File: src/source/icache_pkg.sv
package icache_pkg;

    // geometry
    localparam int INDEX_W  = 6;
    localparam int OFFSET_W = 6;
    localparam int TAG_W    = 32 - INDEX_W - OFFSET_W;  // 20
    localparam int SETS     = 1 << INDEX_W;
    localparam int LINE_W   = 8 << OFFSET_W;            // 512 bit line
    localparam int FETCH_W  = 64;                       // two instructions per fetch

    // burst length codes, beats minus one
    localparam logic [7:0] RLEN_CACHED   = 8'd15;
    localparam logic [7:0] RLEN_UNCACHED = 8'd1;

    localparam logic [1:0] CACOP_STORE_TAG = 2'd0;
    localparam logic [1:0] CACOP_INDEX_INV = 2'd1;
    localparam logic [1:0] CACOP_HIT_INV   = 2'd2;

    // same address word, read as a fetch or as a cache operation
    typedef union packed {
        struct packed {
            logic [TAG_W-1:0]      tag;
            logic [INDEX_W-1:0]    index;
            logic [2:0]            dw;        // doubleword within the line
            logic [OFFSET_W-4:0]   byte_off;
        } f;
        struct packed {
            logic [TAG_W-1:0]      upper;
            logic [INDEX_W-1:0]    index;
            logic [OFFSET_W-2:0]   unused;
            logic                  way;       // way to clear
        } c;
    } icache_addr_u;

endpackage

File: src/source/icache_way_ram.sv
`timescale 1ns/1ps

module icache_way_ram #(
    parameter int DATA_W = 32,
    parameter int ADDR_W = 6
) (
    input  logic              clk,
    input  logic              i_rd_en,
    input  logic [ADDR_W-1:0] i_rd_addr,
    input  logic              i_wr_en,
    input  logic [ADDR_W-1:0] i_wr_addr,
    input  logic [DATA_W-1:0] i_wr_data,
    output logic [DATA_W-1:0] o_rd_data
);
    logic [DATA_W-1:0] mem [1 << ADDR_W];

    always_ff @(posedge clk) begin
        if (i_wr_en) begin
            mem[i_wr_addr] <= i_wr_data;
        end
    end

    always_ff @(posedge clk) begin
        if (i_rd_en) begin
            o_rd_data <= mem[i_rd_addr];  // registered read, old data on collision
        end
    end

endmodule

File: src/source/icache_tag_store.sv
`timescale 1ns/1ps

module icache_tag_store import icache_pkg::*; #(
    parameter int TAG_W   = 20,
    parameter int INDEX_W = 6
) (
    input  logic         clk,
    input  logic         rstn,
    input  logic         i_rd_en,
    input  icache_addr_u i_rd_addr,      // index read at acceptance
    input  icache_addr_u i_lookup_addr,  // latched request
    input  logic [1:0]   i_wr_way,
    input  logic         i_clear,
    output logic [1:0]   o_hit,
    output logic [1:0]   o_valid
);
    localparam int NSETS = 1 << INDEX_W;

    for (genvar w = 0; w < 2; w++) begin : g_way
        logic [TAG_W-1:0] tag_rd;
        logic [NSETS-1:0] valid_q;

        // tag RAM only written on refill, a clear just drops valid
        icache_way_ram #(
            .DATA_W (TAG_W),
            .ADDR_W (INDEX_W)
        ) u_tag_ram (
            .clk       (clk),
            .i_rd_en   (i_rd_en),
            .i_rd_addr (i_rd_addr.f.index),
            .i_wr_en   (i_wr_way[w] & ~i_clear),
            .i_wr_addr (i_lookup_addr.f.index),
            .i_wr_data (i_lookup_addr.f.tag),
            .o_rd_data (tag_rd)
        );

        always_ff @(posedge clk) begin
            if (!rstn) begin
                valid_q <= '0;
            end else if (i_wr_way[w]) begin
                valid_q[i_lookup_addr.f.index] <= ~i_clear;
            end
        end

        assign o_valid[w] = valid_q[i_lookup_addr.f.index];
        assign o_hit[w]   = o_valid[w] & (tag_rd == i_lookup_addr.f.tag);
    end

endmodule

File: config.mk
export PLATFORM = sky130hd
export DESIGN_NAME = icache_tag_store
export DESIGN_NICKNAME = d
export VERILOG_FILES = /design/src/source/icache_pkg.sv /design/src/source/icache_way_ram.sv /design/src/source/icache_tag_store.sv
export SDC_FILE = /design/constraint.sdc
export NUM_CORES = 2
export LEC_CHECK = 0
export ABC_AREA = 1
export BUFFER_PORTS_ARGS = -buffer_cell sky130_fd_sc_hd__buf_2
export CORE_ASPECT_RATIO = 0.5
export CORE_MARGIN = 4
export CORE_UTILIZATION = 25
export CTS_CLUSTER_SIZE = 20
export DETAILED_ROUTE_END_ITERATION = 6
export GPL_ROUTABILITY_DRIVEN = 0
export HOLD_SLACK_MARGIN = 0.02
export SLEW_MARGIN = 15
export SYNTH_ARGS = -nofsm -noshare
export SYNTH_HDL_FRONTEND = slang
export SYNTH_SLANG_ARGS = --single-unit
export TNS_END_PERCENT = 5
File: constraint.sdc
create_clock -name clk -period 2.6 [get_ports clk]
set_input_delay 0.52 -clock clk [delete_from_list [all_inputs] [get_ports clk]]
set_output_delay 0.52 -clock clk [all_outputs]
set_load 0.01 [all_outputs]
==> results.yml <==
die:
  num_rows: 172
  fp.coreArea_um2: 440000
  pin_count: 74
  initial_core_util: 0.251
  chipWidth_um: 949
  die_height_um: 478
  dieArea_um2: 454000
hold_path:
  hp-class: "primary input to flip-flop"
cells_and_area:
  postLayoutCellArea_um2: 133000
  drive_gt1_frac: 0.122
  final_nets: 10046
  final_core_util: 0.302
  syn2layout_area_growth_pct: 20.3
grt:
  grt_overflow: 0
  grt_pass1_wl_mm: 500
  grt_pass1_vias: 72196
  grt_usage: 0.145
  antenna_found_initial: 21
  grt_max_degree: 129
placed_design:
  detailed_place.area_um2: 124000
  portBuffers: 41
  dp_hpwl_mm: 207
  pre_cts_slack_ns: -0.209
detailed_routing:
  drtIter0Drc: 9410
  top_layer_used: "met5"
  vias: 77005
  route.met2.wl_mm: 155
  wl_mm: 343
  met1Wirelength_mm: 144
  met3_length_mm: 31.5
  routedWlPerCell_um: 21.3
  first_pass_iters: 7
  drc: 0
  vias_per_cell: 4.78
  drtAntennaViolNets: 0
clocking:
  cts_tree: "done"
  htreeDepth: 5
  ctsRootBufferMaster: "clkbuf_16"
  clockBufferDepth: 4
  clk_pin_slew_ns: 0.06
  cts.sinks: 2728
  post_cts_buffers: 0
  clk_latency_ns: 0.88
  cts-buffers-inserted: 285
sta:
  finalClockSkew_ns: 0.0822
  slew_headroom: 0.273
  setup_ws_ns: -0.269
  finalCritPeriodShare: 1.10
  hold_violations: 0
  timing.fmax_mhz: 349
  rsz0062_at_grt: "yes"
  worst_slew_pin_slew_ns: 1.09
  setup_viol: 4
  min_period_ns: 2.87
  drv_slew: 0
setup_path:
  worstSetupPathType: "flip-flop to primary output"
  startpoint_type: "flip-flop"
  required_ns: 2.08
  crit_chain: "xor2_1 -> nor4_1 -> nand3_2 -> a21oi_2 -> buf_6"
  cp-end-kind: "primary output"
  cp_max_fo: 1
  slowest_delay_ns: 0.39
  crit_buf_inv: 1
  cpMaxStageDelayCell: "edfxtp_1"
  critical-path-top-delay-family: "simple AND/OR/NAND/NOR gates"
  arrival_ns: 2.35
status:
  violations: "setup timing"
  status: "finished, violations left"
synthesis:
  syn-cell-area_um2: 111000
  netlist-cell-type-count: 28
  ys_seq_area_frac: 0.729
  yosys_register_bits: 2728
  netlist_instances: 9598
  yosys_warnings: 0
  syn_nets: 9668
  syn_area_per_cell_um2: 11.5
pwr:
  p_leak_nw: 46.1
  ir_drop_uv: 512
  power_density_nw_per_um2: 708
flow_run:
  drv_cap: 0
-- Yosys cell counts, drive strengths merged --
cell type,n,area [µm²]
dfxtp,128,2560
o211ai,6,45.0
inv,198,743
xnor2,27,236
nand4,5,31.3
nand2,3072,11500
buf,420,2020
or2,6,37.5
nor3,9,76.3
a21oi,152,761
o2111ai,3,26.3
nor2,212,841
nor4,1,6.26
o21ai,90,450
xor2,8,70.1
clkinv,2,7.51
and2,24,150
nand3,2434,12200
clkbuf,201,754
edfxtp,2600,78100
-- worst paths after layout --
| check | from | to | slack (ns) | cells past startpoint |
|---|---|---|---|---|
| setup reg to reg | g_way[0].u_tag_ram.mem[30][3] | g_way[0].u_tag_ram.o_rd_data[3] | 0.77 | 8 |
| setup / recovery | g_way[1].u_tag_ram.o_rd_data[10] | o_hit[1] | -0.27 | 5 |
| hold / removal | i_lookup_addr[19] | g_way[0].u_tag_ram.mem[3][7] | 0.09 | 1 |
| hold reg to reg | g_way[1].valid_q[27] | g_way[1].valid_q[27] | 0.46 | 2 |
-- worst register-to-register path, stage by stage (launching register included) --
cell      delay (ns)
edfxtp_1        0.36
nand2_1         0.07
nand3_1         0.07
nand3_1         0.25
nand3_1         0.14
nand3_1         0.13
buf_12          0.14
nand3_1         0.21
and2_1          0.21
-- kinds of logic (layout without fill, tap and decap cells) --
family                 count (synthesis)  in the layout  share of synthesized area
XOR/XNOR                              35             35                    0.00277
other                                  0             12                          0
AO/OA/AOI/OAI                        251            251                     0.0116
AND/OR/NAND/NOR                     5763           5763                      0.225
flip-flops                          2728           2728                      0.729
buffers and inverters                821           1411                     0.0319
-- power breakdown --
group / internal, mW / switching [mW]
registers: 48.3 / 0.0691
clock network: 22.2 / 17.1
logic: 1.88 / 4.62
total: 72.4 / 21.8
-- per-stage QoR --
stage | hold WS (ns) | setup TNS, ns | total power, mW | instances
2_1_floorplan | 0.435 | -40.18 | 52.3 | 9598
3_3_place_gp | 0.448 | -5.68 | 55.7 | 15604
3_5_place_dp | 0.453 | -6.80 | 55.8 | 15604
4_1_cts | 0.0351 | -1.06 | 94.7 | 16104
5_1_grt | 0.0582 | -1.17 | 97.0 | 16113
6_report | 0.0890 | -0.806 | 94.2 | 16116
-- sequential cells by signal, indices dropped and copies added (netlist names) --
register	cells
g_way.u_tag_ram.mem	2560
g_way.u_tag_ram.o_rd_data	40
g_way.valid_q	128
-- area by class of cell --
type,instances,area (µm²)
Multi-Input combinational cell,6049,26800
Sequential cell,2728,80600
Clock buffer,344,7490
Fill cell,44158,307000
Tap cell,5916,7400
Timing Repair Buffer,712,8650
Antenna cell,12,30.0
Inverter,200,781
Clock inverter,155,1280
-- routing by layer --
| metal | track usage | vias up |
|---|---|---|
| li1 | - | 34539 |
| met1 | 0.203 | 38282 |
| met2 | 0.226 | 3604 |
| met3 | 0.0233 | 578 |
| met4 | 0.0554 | 2 |
| met5 | 0 | - |
-- cell usage in the layout, fill, tap and decap left out, drive strengths merged, types with 9 or more instances in the layout --
cell type	instances
bufinv	16
nand3	2434
xnor2	27
and2	24
diode	12
clkbuf	344
o21ai	90
dfxtp	128
edfxtp	2600
nor3	9
inv	213
a21oi	152
nand2	3072
clkinv	123
buf	710
nor2	212
-- what timing repair did --
item,CTS,global route
setup endpoints to repair,4,4
resized for setup,14,6
endpoints found under the hold margin,5,0
pin swaps,7,0
hold buffers,2,0
Power figures use the tool's default switching activity.
