## config.mk

```make
export PLATFORM = sky130hd
export DESIGN_NAME = icache_ctrl
export DESIGN_NICKNAME = d
export VERILOG_FILES = /design/src/source/icache_pkg.sv /design/src/source/icache_ctrl.sv
export SDC_FILE = /design/constraint.sdc
export NUM_CORES = 1
export LEC_CHECK = 0
export ABC_AREA = 1
export BUFFER_PORTS_ARGS = -buffer_cell sky130_fd_sc_hd__buf_4
export CAP_MARGIN = 20
export CORE_ASPECT_RATIO = 0.7
export CORE_MARGIN = 3
export CORE_UTILIZATION = 30
export DETAILED_ROUTE_END_ITERATION = 7
export SLEW_MARGIN = 20
export SYNTH_ARGS = -nofsm -noshare
export SYNTH_HDL_FRONTEND = slang
export SYNTH_SLANG_ARGS = --single-unit
```

## constraint.sdc

```tcl
create_clock -name clk -period 1.7 [get_ports clk]
set_input_delay 0.255 -clock clk [delete_from_list [all_inputs] [get_ports clk]]
set_output_delay 0.255 -clock clk [all_outputs]
set_load 0.02 [all_outputs]
```

## src/source/icache_pkg.sv

```systemverilog
package icache_pkg;

    // geometry
    localparam int INDEX_W  = 6;
    localparam int OFFSET_W = 6;
    localparam int TAG_W    = 32 - INDEX_W - OFFSET_W;  // 20
    localparam int SETS     = 1 << INDEX_W;
    localparam int LINE_W   = 8 << OFFSET_W;            // 512 bit line
    localparam int FETCH_W  = 64;                       // two instructions per fetch

    // burst length codes, beats minus one
    localparam logic [7:0] RLEN_CACHED   = 8'd15;
    localparam logic [7:0] RLEN_UNCACHED = 8'd1;

    localparam logic [1:0] CACOP_STORE_TAG = 2'd0;
    localparam logic [1:0] CACOP_INDEX_INV = 2'd1;
    localparam logic [1:0] CACOP_HIT_INV   = 2'd2;

    // same address word, read as a fetch or as a cache operation
    typedef union packed {
        struct packed {
            logic [TAG_W-1:0]      tag;
            logic [INDEX_W-1:0]    index;
            logic [2:0]            dw;        // doubleword within the line
            logic [OFFSET_W-4:0]   byte_off;
        } f;
        struct packed {
            logic [TAG_W-1:0]      upper;
            logic [INDEX_W-1:0]    index;
            logic [OFFSET_W-2:0]   unused;
            logic                  way;       // way to clear
        } c;
    } icache_addr_u;

endpackage

```

## src/source/icache_ctrl.sv

```systemverilog
`timescale 1ns/1ps

module icache_ctrl import icache_pkg::*; (
    input  logic         clk,
    input  logic         rstn,
    input  logic         i_req_valid,
    input  icache_addr_u i_req_addr,
    input  logic         i_uncached,
    input  logic         i_cacop_en,
    input  logic [1:0]   i_cacop_code,
    input  logic         i_flush,
    input  logic [1:0]   i_hit,
    input  logic [1:0]   i_way_sel,
    input  logic         i_mem_rready,
    output logic         o_req_ready,
    output logic         o_rd_en,
    output icache_addr_u o_lookup_addr,
    output logic         o_uncached_q,
    output logic         o_cacop_en_q,
    output logic [1:0]   o_cacop_code_q,
    output logic [1:0]   o_wr_way,
    output logic         o_clear,
    output logic         o_touch,
    output logic         o_touch_way,
    output logic         o_mem_accept,
    output logic         o_from_ret,
    output logic         o_mem_rvalid,
    output logic [31:0]  o_mem_raddr,
    output logic [7:0]   o_mem_rlen,
    output logic         o_resp_valid,
    output icache_addr_u o_resp_pc,
    output logic         o_resp_adef,
    output logic         o_cacop_done
);
    localparam logic [2:0] IDLE   = 3'd0;
    localparam logic [2:0] LOOKUP = 3'd1;
    localparam logic [2:0] MISS   = 3'd2;
    localparam logic [2:0] REFILL = 3'd3;
    localparam logic [2:0] CACOP  = 3'd4;

    logic [2:0] state_q;
    logic [2:0] state_d;
    logic       accept;
    logic       misaligned;
    logic       lookup_hit;
    logic       lookup_done;  // answered in LOOKUP, no memory read
    logic       dropped_q;    // refill still runs, response is flushed

    assign accept      = i_req_valid & o_req_ready;
    assign misaligned  = o_lookup_addr.f.byte_off[1:0] != 2'b00;
    assign lookup_hit  = (|i_hit) & ~o_uncached_q & ~misaligned;
    assign lookup_done = misaligned | lookup_hit;

    always_ff @(posedge clk) begin
        if (!rstn) begin
            o_lookup_addr  <= '0;
            o_uncached_q   <= 1'b0;
            o_cacop_en_q   <= 1'b0;
            o_cacop_code_q <= 2'b00;
        end else if (accept) begin
            o_lookup_addr  <= i_req_addr;
            o_uncached_q   <= i_uncached;
            o_cacop_en_q   <= i_cacop_en;
            o_cacop_code_q <= i_cacop_code;
        end
    end

    always_ff @(posedge clk) begin
        if (!rstn) begin
            state_q   <= IDLE;
            dropped_q <= 1'b0;
        end else begin
            state_q <= state_d;
            if (state_q == MISS && i_flush) begin
                dropped_q <= 1'b1;
            end else if (state_q == REFILL) begin
                dropped_q <= 1'b0;
            end
        end
    end

    always_comb begin
        state_d = state_q;
        if (accept) begin
            state_d = i_cacop_en ? CACOP : LOOKUP;
        end else begin
            case (state_q)
                LOOKUP: begin
                    if (i_flush || lookup_done) begin
                        state_d = IDLE;
                    end else begin
                        state_d = i_mem_rready ? REFILL : MISS;
                    end
                end
                MISS: begin
                    if (i_mem_rready) begin
                        state_d = REFILL;
                    end
                end
                REFILL, CACOP: state_d = IDLE;
                default:       state_d = IDLE;
            endcase
        end
    end

    // ready stays up in LOOKUP on a hit so fetches pipeline
    assign o_req_ready = (state_q == IDLE) ||
                         (state_q == LOOKUP && (i_flush || lookup_done));
    assign o_rd_en     = accept;

    assign o_mem_rvalid = (state_q == LOOKUP && !lookup_done && !i_flush) || (state_q == MISS);
    assign o_mem_accept = o_mem_rvalid & i_mem_rready;
    assign o_mem_raddr  = o_uncached_q ? {o_lookup_addr[31:3], 3'b000}
                                       : {o_lookup_addr[31:OFFSET_W], {OFFSET_W{1'b0}}};
    assign o_mem_rlen   = o_uncached_q ? RLEN_UNCACHED : RLEN_CACHED;

    assign o_from_ret = state_q == REFILL;
    assign o_clear    = state_q == CACOP;
    assign o_wr_way   = ((state_q == REFILL && !o_uncached_q) || state_q == CACOP) ? i_way_sel
                                                                                    : 2'b00;

    assign o_touch     = (state_q == LOOKUP && lookup_hit && !i_flush) ||
                         (state_q == REFILL && !o_uncached_q);
    assign o_touch_way = (state_q == REFILL) ? i_way_sel[1] : i_hit[1];

    assign o_resp_valid = (state_q == LOOKUP && lookup_done && !i_flush) ||
                          (state_q == REFILL && !dropped_q && !i_flush);
    assign o_resp_pc    = o_lookup_addr;
    assign o_resp_adef  = (state_q == LOOKUP) && misaligned;
    assign o_cacop_done = state_q == CACOP;

endmodule

```

==> impl_metrics.toml <==
[run_status]
status = "completed"

[die]
io_pins = 166
initial_core_util_pct = 31.46
num_rows = 26
die_h_um = 79.95
die_width_um = 111.6
die_area_um2 = 8925
core_area_um2 = 7450

[global_route]
antenna_found_initial = 0
track_usage_pct = 12.58
grt_max_degree = 31
grt-ovfl-total = 0
grt_pass1_vias = 1898
grt_pass1_wl_um = 9121

[final_layout]
fin_area_um2 = 3292
area_growth_syn_to_layout_pct = 40.47
fin_cells = 547
nFillCells = 762
final_nets = 494
drive_gt1_share_pct = 43.43
antennaDiodeCount = 0

[route]
first_pass_iters = 4
vias = 2165
drc = 0
drt_iter0_drc = 32
routed_wl_um = 5987
wl_per_cell_um = 10.95
via_per_inst = 3.958
ant_nets = 0

[timing]
finClkSkew_ps = 7.214
hold_viol = 0
period_needed_ps = 1616
fmax_ghz = 0.6190
fin_ws_ps = 84.47
post-route-period-util_pct = 95.03
drv_slew = 0
setup_viol_count_final = 0

[place]
dp.cells = 537
hpwl_um = 4706
io_buffer_count = 157
place_congestion = 0.8074
dp_slack_ps = 242.5
placed_area_um2 = 3118

[power_and_ir_drop]
p_leak_nw = 1.884
ir_drop_uv = 440.7
p_per_area_nw_per_um2 = 848.3
total_power_mw = 2.792

[synthesis]
synth_area_um2 = 2343
synth.area.top_cells = "dfxtp_1 34%, buf_4 22%, nand2_1 14%, nor2_1 12%, inv_1 7.7%"
ys_seq_area_share_pct = 34.17
synth_top_area_cell = "dfxtp_1"
avgSynthCellArea_um2 = 6.677
async_flop_share_pct = 0
synthMostInstantiatedCell = "nand2_1"
ys.flop_type = "dfxtp_1"
netlist-cell-type-count = 22
synth_common_cells = "85 x nand2_1, 75 x nor2_1, 69 x buf_4"
ys_warn_count = 0
synth-edff-count = 0
syn_inst = 351
synth_seq_cells = 40
synth_top_area_share_pct = 34.17

[clock_network]
clockBufferDepth = 2
htreeDepth = 2
cts_made_buffers = 5
cts_root_buf = "clkbuf_8"
clock_sinks = 40
cts_hold_buf = 0
cts_tree = "built"
clock_latency_ps = 280
cts.clk_slew.worst_paths_ps = 80

[critical_path]
cp.arrival_ps = 1360
critPathRequiredTime_ps = 1440
critPathKind = "flip-flop to primary output"
start_kind = "flip-flop"
critPathCaptureType = "primary output"
cp_max_fo = 5

[worst_hold_path]
hp-class = "primary input to flip-flop"

[run]
drv_cap = 0
## through the flow
step,hold WS [ps],TNS [ps],utilization (%)
finish,189.0,0,44.19
floorplan,389.9,0,-
global placement,457.3,0,41.85
global route,172.2,-30.46,44.19
CTS,177.7,0,43.43
detailed placement,470.2,0,41.85
## layout make-up
type,count,area [um^2],area share (%)
Timing Repair Buffer,165,1264,38.39
Multi-Input combinational cell,188,813.3,24.71
Sequential cell,40,809.5,24.59
Inverter,49,186.4,5.663
Tap cell,98,122.6,3.725
Clock buffer,7,96.34,2.927
## sequential cells by signal, indices dropped and copies added (netlist names)
register,count
o_lookup_addr,32
state_q,3
o_cacop_code_q,2
dropped_q,1
o_cacop_en_q,1
o_uncached_q,1
## what timing repair did
| item | 4_1_cts | 5_1_grt |
|---|---|---|
| gates resized for setup | 8 | 14 |
| pin swaps | 1 | 5 |
| setup buffers | 0 | 3 |
| setup endpoints to repair | 5 | 7 |
## critical path: stages (launching register included)
cell and delay, ps:
dfxtp_2 410, nand2_2 100, nor2_4 130, nand3_2 100, nand2_2 90, nand2_1 60
inv_1 50, buf_4 130
## cell usage in the layout (no fill, tap or decap), drive strengths merged
| cell | n |
|---|---|
| nand3 | 6 |
| nor3 | 2 |
| o21ai | 3 |
| clkbuf | 7 |
| buf | 165 |
| inv | 49 |
| dfxtp | 40 |
| nand2 | 85 |
| nor2 | 77 |
| a211oi | 1 |
| a21oi | 3 |
| nand4 | 1 |
| conb | 8 |
| o22ai | 1 |
| nand3b | 1 |
## report_power, final
part	leakage (nW)	total (mW)	internal, mW	switching [mW]
logic	1.50	1.02	0.437	0.579
clock network	0.0503	0.679	0.362	0.317
registers	0.334	1.10	1.02	0.0794
total	1.88	2.79	1.82	0.976
## logic make-up (layout without fill, tap and decap cells)
group                  Yosys count  in the layout  share of synthesized area, %
AND/OR/NAND/NOR                172            172                         29.53
buffers and inverters          129            221                         33.96
flip-flops                      40             40                         34.17
AO/OA/AOI/OAI                    8              8                         2.029
other                            2              8                        0.3205
## per-layer routing
layer  track usage (%)  vias to the layer above  wire length [um]  share of wire [%]
met4             2.916                        0                27               0.45
met5                 0                        -                 0                  0
met2             20.81                       99              2821                 47
met1             14.97                      931              2476                 41
li1                  -                     1131                 -                  -
met3             5.758                        4               662                 11
## path summary, 6_finish.rpt
path,start,end,slack (ps),cells after the start
min,i_req_addr[14],o_lookup_addr[14],190,3
min reg2reg,dropped_q,dropped_q,470,2
max,state_q[0],o_mem_accept,80,7
max reg2reg,o_lookup_addr[0],o_lookup_addr[26],270,10
No activity file was read; power rests on OpenSTA's default activity.
