### config.mk
export PLATFORM = sky130hd
export DESIGN_NAME = icache_lru
export DESIGN_NICKNAME = d
export VERILOG_FILES = /design/src/source/icache_pkg.sv /design/src/source/icache_lru.sv
export SDC_FILE = /design/constraint.sdc
export NUM_CORES = 1
export LEC_CHECK = 0
export ABC_AREA = 1
export BUFFER_PORTS_ARGS = -buffer_cell sky130_fd_sc_hd__buf_4
export CAP_MARGIN = 10
export CELL_PAD_IN_SITES_DETAIL_PLACEMENT = 0
export CELL_PAD_IN_SITES_GLOBAL_PLACEMENT = 2
export CORE_MARGIN = 3
export CORE_UTILIZATION = 34
export DETAILED_ROUTE_END_ITERATION = 12
export GPL_ROUTABILITY_DRIVEN = 0
export MAX_ROUTING_LAYER = met4
export PLACE_DENSITY_LB_ADDON = 0.1
export RECOVER_POWER = 25
export SLEW_MARGIN = 0
export SYNTH_ARGS = -nofsm -noshare
export SYNTH_HDL_FRONTEND = slang
export SYNTH_SLANG_ARGS = --single-unit
### constraint.sdc
create_clock -name clk -period 2.6 [get_ports clk]
set_clock_uncertainty 0.1 [all_clocks]
set_input_delay 0.26 -clock clk [delete_from_list [all_inputs] [get_ports clk]]
set_output_delay 0.26 -clock clk [all_outputs]
set_load 0.005 [all_outputs]
### src/source/icache_pkg.sv
package icache_pkg;

    // geometry
    localparam int INDEX_W  = 6;
    localparam int OFFSET_W = 6;
    localparam int TAG_W    = 32 - INDEX_W - OFFSET_W;  // 20
    localparam int SETS     = 1 << INDEX_W;
    localparam int LINE_W   = 8 << OFFSET_W;            // 512 bit line
    localparam int FETCH_W  = 64;                       // two instructions per fetch

    // burst length codes, beats minus one
    localparam logic [7:0] RLEN_CACHED   = 8'd15;
    localparam logic [7:0] RLEN_UNCACHED = 8'd1;

    localparam logic [1:0] CACOP_STORE_TAG = 2'd0;
    localparam logic [1:0] CACOP_INDEX_INV = 2'd1;
    localparam logic [1:0] CACOP_HIT_INV   = 2'd2;

    // same address word, read as a fetch or as a cache operation
    typedef union packed {
        struct packed {
            logic [TAG_W-1:0]      tag;
            logic [INDEX_W-1:0]    index;
            logic [2:0]            dw;        // doubleword within the line
            logic [OFFSET_W-4:0]   byte_off;
        } f;
        struct packed {
            logic [TAG_W-1:0]      upper;
            logic [INDEX_W-1:0]    index;
            logic [OFFSET_W-2:0]   unused;
            logic                  way;       // way to clear
        } c;
    } icache_addr_u;

endpackage

### src/source/icache_lru.sv
`timescale 1ns/1ps

module icache_lru import icache_pkg::*; (
    input  logic         clk,
    input  logic         rstn,
    input  icache_addr_u i_addr,
    input  logic         i_touch,
    input  logic         i_touch_way,
    input  logic         i_cacop_en,
    input  logic [1:0]   i_cacop_code,
    input  logic [1:0]   i_hit,
    output logic [1:0]   o_way_sel
);
    logic [SETS-1:0] lru_q;  // 1 means way 1 is the older one

    always_ff @(posedge clk) begin
        if (!rstn) begin
            lru_q <= '0;
        end else if (i_touch) begin
            lru_q[i_addr.f.index] <= ~i_touch_way;  // other way becomes victim
        end
    end

    always_comb begin
        if (i_cacop_en) begin
            case (i_cacop_code)
                CACOP_STORE_TAG, CACOP_INDEX_INV: o_way_sel = i_addr.c.way ? 2'b10 : 2'b01;
                CACOP_HIT_INV:                    o_way_sel = i_hit;
                default:                          o_way_sel = 2'b00;  // unsupported op
            endcase
        end else begin
            o_way_sel = lru_q[i_addr.f.index] ? 2'b10 : 2'b01;
        end
    end

endmodule

==> results.yml, run 1 <==
layout:
  largest_reg_flops: 64
  final_cell_mix: "87 x nand2_1, 77 x inv_1, 64 x dfxtp_1"
  drive_above_1_share_pct: 13.6
  top_register: "lru_q"
  diodes: 0
  fin_nets: 568
  area_growth_pct: 13.0
  layout_commonest_cell: "nand2_1"
  stdcell_count: 664
  largestRegisters: "lru_q: 64 flops"
  design_area_um2: 3890
drt:
  drc: 0
  routed_wl_um: 10200
  ant_nets: 0
  first_pass_iters: 4
  avgViaCountPerCell: 4.81
  avgRoutedWirePerCell_um: 15.4
  vias: 3195
  drt-initial-drc-count: 177
timing:
  rsz0062_at_grt: "no"
  min_period_ns: 2.31
  slew_headroom_pct: 37.8
  fin_setup_tns_ns: 0
  hold_viol_final: 0
  setup_viol: 0
  tightest_slew_ns: 0.930
  final.period_utilization_pct: 88.8
  final_max_slew_viol_count: 0
  fmax_ghz: 0.433
  holdWs_ns: 0.165
setup_path:
  cp_slowest_cell: "dfxtp_1"
  cp-start-kind: "flip-flop"
  crit_top_cell: "nand2_1"
  critPathMaxFanout: 2
  regToRegStartpoint: "lru_q[1]"
  startpoint: "lru_q[10]"
  cp.required_ns: 2.24
  cp_slowest_stage_delay_ns: 0.32
  worstSetupPathType: "flip-flop to output pin"
  path_cells: "or2_2 -> nand3_1 -> nand2_1 -> o21ai_0 -> nand2_1 -> nor2_1 -> nand2_1 -> nand2_1 -> nand2_1 -> buf_4"
  end_kind: "output pin"
  worstPathArrival_ns: 1.95
logic_synthesis:
  yosysUniqueCellTypes: 24
  synth_fa_ha_area_share_pct: 0
  synth-main-ff-cell: "dfxtp_1"
  synth-seq-cells: 64
  synth_nets: 554
  synth_compound_area_share_pct: 21.7
  synth_top_family_by_area: "simple AND/OR/NAND/NOR gates"
  synth_top_area_share_pct: 37.2
  synth_warnings: 0
  ys_top_cells_by_area: "dfxtp_1 37%, nand2_1 9.5%, a21oi_1 9.0%"
  synthMuxAreaShare_pct: 0
  synth-simple-area-share_pct: 28.6
  synthesis.area_um2: 3440
  ys_async_sr_fraction_pct: 0
  synth_area_leader_cell: "dfxtp_1"
  synth_xor_xnor_area_share_pct: 0
  synth-edff-count: 0
  avgSynthCellArea_um2: 6.70
  syn_inst: 513
  ys_seq_area_share_pct: 37.2
clocking:
  clk_latency_ns: 0.33
  cts_buffers: 9
  cts_max_level: 3
  post_cts_buffers: 0
  clock_path_buffers: 2
  cts_tree: "yes"
  root_buffer: "clkbuf_8"
  cts_sinks: 64
  cts_hold_buf: 0
  path_clk_slew_ns: 0.08
  post_cts_resized: 0
power:
  p_leak_nw: 1.61
  p_per_area_nw_per_um2: 535
  ir_worst_vdd_mv: 0.205
run_status:
  status: "complete, no violations"
global_routing:
  grt_max_degree: 36
  grt_usage_pct: 19.6
  antenna_found_initial: 0
  grt_pass1_vias: 3192
  grt_pass1_wl_um: 16600
  grt-ovfl-total: 0
floorplan:
  die_x_um: 107
  core-area_um2: 9820
  die_h_um: 107
  ios: 43
  rows: 36
  initial_utilization_pct: 35.0
  die_area_um2: 11400
job:
  max-cap-violations: 0
placed_design:
  dp.cells: 649
  dpl_cell_area_um2: 3710
  dp_hpwl_um: 6610
  io_buffers: 17
min_path:
  hold_start: "rstn"
  min_path_type: "input port to flip-flop"
[synth_stat cells, types with 2 or more instances]
cell type / n
a21oi_1: 62
a311oi_1: 8
nor2_4: 3
inv_4: 2
nand3_1: 33
nor3_2: 2
clkbuf_1: 15
nor2_1: 54
inv_2: 8
nand2_2: 2
o21ai_0: 61
nor2_2: 4
dfxtp_1: 64
inv_1: 75
or2_2: 4
nand2_1: 87
nor3_4: 8
buf_2: 7
a311oi_2: 3
nor3_1: 7
[metrics by stage]
step / power [mW] / utilization (%) / worst slack, ns
global placement: 1.26 / 37.8 / 0.351
detailed placement: 1.26 / 37.8 / 0.341
CTS: 2.12 / 39.7 / 0.303
floorplan: 1.16 / - / 0.869
global route: 2.18 / 39.6 / 0.144
finish: 2.08 / 39.6 / 0.292
[area by class of cell]
type	count	area [um2]
fillers	1088	5930
multi-input cells	341	1720
flip-flops and latches	64	1280
inverters	85	324
repair buffers	26	204
well taps	133	166
clock buffers	11	141
clock inverters	4	45.0
[critical path, delay by kind of cell, from the launching register on]
family / cells / cell delay (ns)
AND/OR/NAND/NOR: 8 / 0.97
flip-flops: 1 / 0.32
AO/OA/AOI/OAI: 1 / 0.20
buffers and inverters: 1 / 0.13
[power by group]
group	internal (mW)	switching [mW]
Clock	0.460	0.388
Sequential	0.987	0.00323
Combinational	0.0732	0.168
Total	1.52	0.559
[layer usage]
metal  global-route usage (%)  part of all wire, %  up-vias
li1                         -                    -     1684
met1                     25.2                   48     1472
met2                     32.2                   48       35
met3                     2.35                  3.0        4
met4                     6.48                 0.69        0
met5                        -                    0        -
[final timing paths]
check	cells past startpoint	to	slack (ns)
max reg2reg	2	lru_q[1]	1.82
min	3	lru_q[53]	0.17
min reg2reg	2	lru_q[50]	0.37
max	10	o_way_sel[1]	0.29
[cell families after synthesis]
group / after synthesis
AND/OR/NAND/NOR: 205
AO/OA/AOI/OAI: 136
buffers and inverters: 108
flip-flops: 64
Note: power is estimated with default switching activity, not from simulation.
==> run 2: changes to the inputs <==
--- a/config.mk
+++ b/config.mk
@@ -5,13 +5,12 @@
 export SDC_FILE = /design/constraint.sdc
 export NUM_CORES = 1
 export LEC_CHECK = 0
-export ABC_AREA = 1
 export BUFFER_PORTS_ARGS = -buffer_cell sky130_fd_sc_hd__buf_4
 export CAP_MARGIN = 10
 export CELL_PAD_IN_SITES_DETAIL_PLACEMENT = 0
 export CELL_PAD_IN_SITES_GLOBAL_PLACEMENT = 2
 export CORE_MARGIN = 3
-export CORE_UTILIZATION = 34
+export CORE_UTILIZATION = 37
 export DETAILED_ROUTE_END_ITERATION = 12
 export GPL_ROUTABILITY_DRIVEN = 0
 export MAX_ROUTING_LAYER = met4
==> results.yml, run 2 <==
run_status:
  status: "complete, no violations"
timing:
  final.period_utilization_pct: 93.1
  rsz0062_at_grt: "no"
  tightest_slew_ns: 0.713
  min_period_ns: 2.42
  hold_viol_final: 0
  slew_headroom_pct: 52.5
  final_max_slew_viol_count: 0
  fin_setup_tns_ns: 0
  holdWs_ns: 0.385
  fmax_ghz: 0.413
  setup_viol: 0
layout:
  top_register: "lru_q"
  seqCellArea_um2: 1280
  largest_reg_flops: 64
  final_cell_mix: "70 x nand2_1, 67 x nor2_1, 65 x o211a_1"
  area_growth_pct: 10.6
  largestRegisters: "lru_q: 64 flops"
  drive_above_1_share_pct: 13.6
  multi_input_area_um2: 1870
  layout_commonest_cell: "nand2_1"
  fin_nets: 427
  diodes: 0
  fillers: 893
floorplan:
  ios: 43
  initial_utilization_pct: 39.2
  die_h_um: 100
  die_area_um2: 10100
  rows: 33
  core-area_um2: 8420
  die_x_um: 100
drt:
  avgViaCountPerCell: 5.59
  avgRoutedWirePerCell_um: 18.3
  drt-initial-drc-count: 155
  routed_wl_um: 9040
  ant_nets: 0
  drc: 0
  vias: 2766
  first_pass_iters: 4
setup_path:
  cp_slowest_stage_delay_ns: 0.33
  r2r_cells: 1
  critPathBufInv: 1
  endpoint: "o_way_sel[0]"
  r2r_slack_ns: 1.85
  regToRegStartpoint: "lru_q[29]"
  r2r-end: "lru_q[29]"
  worstPathArrival_ns: 2.06
  crit_family: "compound AO/OA/AOI/OAI gates"
  worstSetupPathType: "flip-flop to output pin"
  path_cells: "mux2_1 -> a221o_1 -> a22oi_1 -> o22ai_1 -> nor3_2 -> a21o_1 -> buf_4"
  critPathMaxFanout: 2
  end_kind: "output pin"
  startpoint: "lru_q[21]"
  cp.depth: 7
  cp_slowest_cell: "dfxtp_1"
  cp-start-kind: "flip-flop"
  cp.required_ns: 2.24
clocking:
  cts_tree: "yes"
  clk_latency_ns: 0.34
  root_buffer: "clkbuf_8"
  cts_sinks: 64
  post_cts_resized: 0
  cts_buffers: 9
  post_cts_buffers: 0
  cts_max_level: 3
  cts_hold_buf: 0
  clock_path_buffers: 2
  path_clk_slew_ns: 0.08
logic_synthesis:
  synth-seq-cells: 64
  yosysUniqueCellTypes: 41
  synthesis.area_um2: 3300
  yosys-top-cells-count: "70 x nand2_1, 67 x nor2_1, 65 x o211a_1"
  synth_nets: 423
  avgSynthCellArea_um2: 8.63
  synth-edff-count: 0
  yosys.cell_count.top_type: "nand2_1"
  synth-main-ff-cell: "dfxtp_1"
  ys_top_cells_by_area: "dfxtp_1 39%, o211a_1 20%, nand2_1 8.0%"
  syn_inst: 382
  synth_top_area_share_pct: 38.8
  ys_async_sr_fraction_pct: 0
  synth_warnings: 0
  ys_seq_area_share_pct: 38.8
  synth_area_leader_cell: "dfxtp_1"
power:
  p_per_area_nw_per_um2: 559
  ir_worst_vdd_mv: 0.264
  power.total_mw: 2.04
  p_leak_nw: 2.04
global_routing:
  grt-ovfl-total: 0
  grt_max_degree: 65
  grt_pass1_wl_um: 14700
  grt_usage_pct: 19.4
  antenna_found_initial: 0
  grt_pass1_vias: 2718
min_path:
  min_path_type: "input port to flip-flop"
placed_design:
  io_buffers: 17
  dp_hpwl_um: 5580
job:
  max-cap-violations: 0
-- run 2: cell types whose count changed after synthesis, sizes merged, moves of 11 or more --
cell / delta
inv: -83
o211a: +65
a21oi: -58
o21ai: -58
nand3: -27
nand2: -19
nor3: -16
a311oi: -11
mux2i: +11
-- run 2: report_power, final --
group | internal [mW] | switching, mW | leakage (nW) | total, mW
Sequential | 0.987 | 0.00376 | 0.516 | 0.991
Clock | 0.462 | 0.403 | 0.0904 | 0.865
Combinational | 0.0631 | 0.122 | 1.43 | 0.185
Total | 1.51 | 0.529 | 2.04 | 2.04
-- run 2: routing by layer --
metal,GRT usage [%],vias up,routed length (um)
li1,-,1380,-
met1,25.6,1331,4490
met2,29.5,43,4110
met3,5.14,12,301
met4,4.97,0,142
met5,-,-,0
-- run 2: worst min path at each step --
| stage | from | to | slack [ns] | depth (start not counted) |
|---|---|---|---|---|
| after floorplan | lru_q[62] | lru_q[62] | 0.36 | 1 |
| after global placement | lru_q[17] | lru_q[17] | 0.37 | 1 |
| after detailed placement | lru_q[61] | lru_q[61] | 0.38 | 1 |
| after CTS | rstn | lru_q[37] | 0.39 | 2 |
| after global routing | rstn | lru_q[41] | 0.41 | 2 |
| final | rstn | lru_q[46] | 0.39 | 2 |
-- run 2: layout make-up --
class / count / area share [%]
Multi-Input combinational cell: 286 / 51.2
Sequential cell: 64 / 35.1
Timing Repair Buffer: 23 / 4.53
Clock buffer: 10 / 3.77
Tap cell: 105 / 3.60
Clock inverter: 5 / 1.58
Inverter: 2 / 0.206
-- run 2: metrics by stage --
step / util, % / instances / setup WS (ns) / area, um2
floorplan: - / 382 / 0.674 / 3300
global placement: 41.1 / 480 / 0.227 / 3460
detailed placement: 41.1 / 480 / 0.227 / 3460
CTS: 43.4 / 495 / 0.130 / 3660
global route: 43.3 / 495 / 0.0225 / 3650
finish: 43.3 / 495 / 0.179 / 3650
-- run 2: logic make-up after synthesis --
group | count (synthesis) | synth area share [%]
DFF | 64 | 38.8
AOI/OAI and AO/OA | 100 | 28.4
and+or+nand+nor | 165 | 21.3
buffers and inverters | 32 | 4.51
muxes | 21 | 6.98
==> run 3: changes to the inputs <==
--- a/config.mk
+++ b/config.mk
@@ -10,7 +10,8 @@
 export CELL_PAD_IN_SITES_DETAIL_PLACEMENT = 0
 export CELL_PAD_IN_SITES_GLOBAL_PLACEMENT = 2
 export CORE_MARGIN = 3
-export CORE_UTILIZATION = 37
+export CORE_UTILIZATION = 39
+export CTS_BUF_LIST = sky130_fd_sc_hd__clkbuf_4 sky130_fd_sc_hd__clkbuf_8
 export DETAILED_ROUTE_END_ITERATION = 12
 export GPL_ROUTABILITY_DRIVEN = 0
 export MAX_ROUTING_LAYER = met4
==> results.yml, run 3 (synthesis gave the netlist of run 2 again) <==
drt:
  vias: 2850
  drt-initial-drc-count: 170
  routed_wl_um: 9050
  first_pass_iters: 4
  ant_nets: 0
  avgViaCountPerCell: 5.77
  avgRoutedWirePerCell_um: 18.3
  drc: 0
clocking:
  cts_tree: "yes"
  cts_buffers: 9
  post_cts_resized: 0
  cts_hold_buf: 0
  path_clk_slew_ns: 0.07
  post_cts_buffers: 0
  clk_latency_ns: 0.34
  root_buffer: "clkbuf_8"
  cts_max_level: 3
  cts_sinks: 64
  clock_path_buffers: 2
placed_design:
  dpl_worst_slack_ns: 0.233
  io_buffers: 17
  dp_hpwl_um: 5660
floorplan:
  initial_utilization_pct: 41.4
  rows: 32
  die_area_um2: 9600
  die_h_um: 98.0
  core-area_um2: 7970
  ios: 43
  die_x_um: 98.0
power:
  p_per_area_nw_per_um2: 539
  ir_worst_vdd_mv: 0.273
  p_leak_nw: 2.06
  power.total_mw: 1.97
global_routing:
  grt_pass1_vias: 2784
  grt-ovfl-total: 0
  antenna_found_initial: 0
  grt_usage_pct: 20.0
  grt_pass1_wl_um: 14800
  grt_max_degree: 65
timing:
  final_max_slew_viol_count: 0
  final.period_utilization_pct: 93.7
  tightest_slew_ns: 0.721
  slew_headroom_pct: 51.9
  fmax_ghz: 0.410
  fin_setup_tns_ns: 0
  hold_viol_final: 0
  min_period_ns: 2.44
  rsz0062_at_grt: "no"
  setup_viol: 0
  timing.final.ws_setup_ns: 0.163
  holdWs_ns: 0.364
layout:
  area_growth_pct: 10.6
  multi_input_area_um2: 1870
  fillers: 798
  top_register: "lru_q"
  largestRegisters: "lru_q: 64 flops"
  fin_nets: 428
  drive_above_1_share_pct: 14.5
  layout_commonest_cell: "nand2_1"
  diodes: 0
  largest_reg_flops: 64
  final_cell_mix: "70 x nand2_1, 67 x nor2_1, 65 x o211a_1"
  seqCellArea_um2: 1280
setup_path:
  cp-start-kind: "flip-flop"
  worstSetupPathType: "flip-flop to output pin"
  worstPathArrival_ns: 2.08
  critPathMaxFanout: 2
  end_kind: "output pin"
  cp.required_ns: 2.24
min_path:
  min_path_type: "input port to flip-flop"
run_status:
  status: "complete, no violations"
job:
  max-cap-violations: 0
-- run 3: per-layer routing --
metal	track usage, %	share of wire (%)	up-vias
li1	-	-	1385
met1	26.9	48	1400
met2	30.2	47	58
met3	5.00	4.5	7
met4	5.11	0.97	0
met5	-	0	-
-- run 3: worst paths after layout --
path,startpoint,endpoint,slack (ns),depth (start not counted)
worst max-delay path,lru_q[21],o_way_sel[0],0.16,7
worst min-delay path,rstn,lru_q[42],0.36,2
worst max register to register,lru_q[46],lru_q[46],1.84,1
worst min register to register,lru_q[17],lru_q[17],0.40,1
-- run 3: per-stage QoR --
stage                     cell area, um2  util (%)  std cells
after floorplan                     3300         -        382
after global placement              3460      43.5        478
after detailed placement            3460      43.5        478
after CTS                           3650      45.8        494
after global routing                3650      45.8        494
final                               3650      45.8        494
-- run 3: critical path: stages (launching register included) --
cell     delay (ns)
dfxtp_1        0.33
mux2_1         0.30
a221o_1        0.29
a22oi_1        0.22
o22ai_1        0.12
nor3_2         0.26
a21o_1         0.11
buf_4          0.10
-- run 3: power by group --
| part | switching (mW) | leakage (nW) | internal (mW) |
|---|---|---|---|
| logic | 0.122 | 1.45 | 0.0652 |
| registers | 0.00383 | 0.516 | 0.987 |
| clock network | 0.394 | 0.0934 | 0.395 |
-- run 3: final cells by class --
| cell class | instances | area share, % |
|---|---|---|
| multi-input cells | 286 | 51.2 |
| flip-flops and latches | 64 | 35.1 |
| repair buffers | 24 | 4.94 |
| clock buffers | 12 | 4.19 |
| well taps | 102 | 3.50 |
| clock inverters | 4 | 0.823 |
| inverters | 2 | 0.206 |
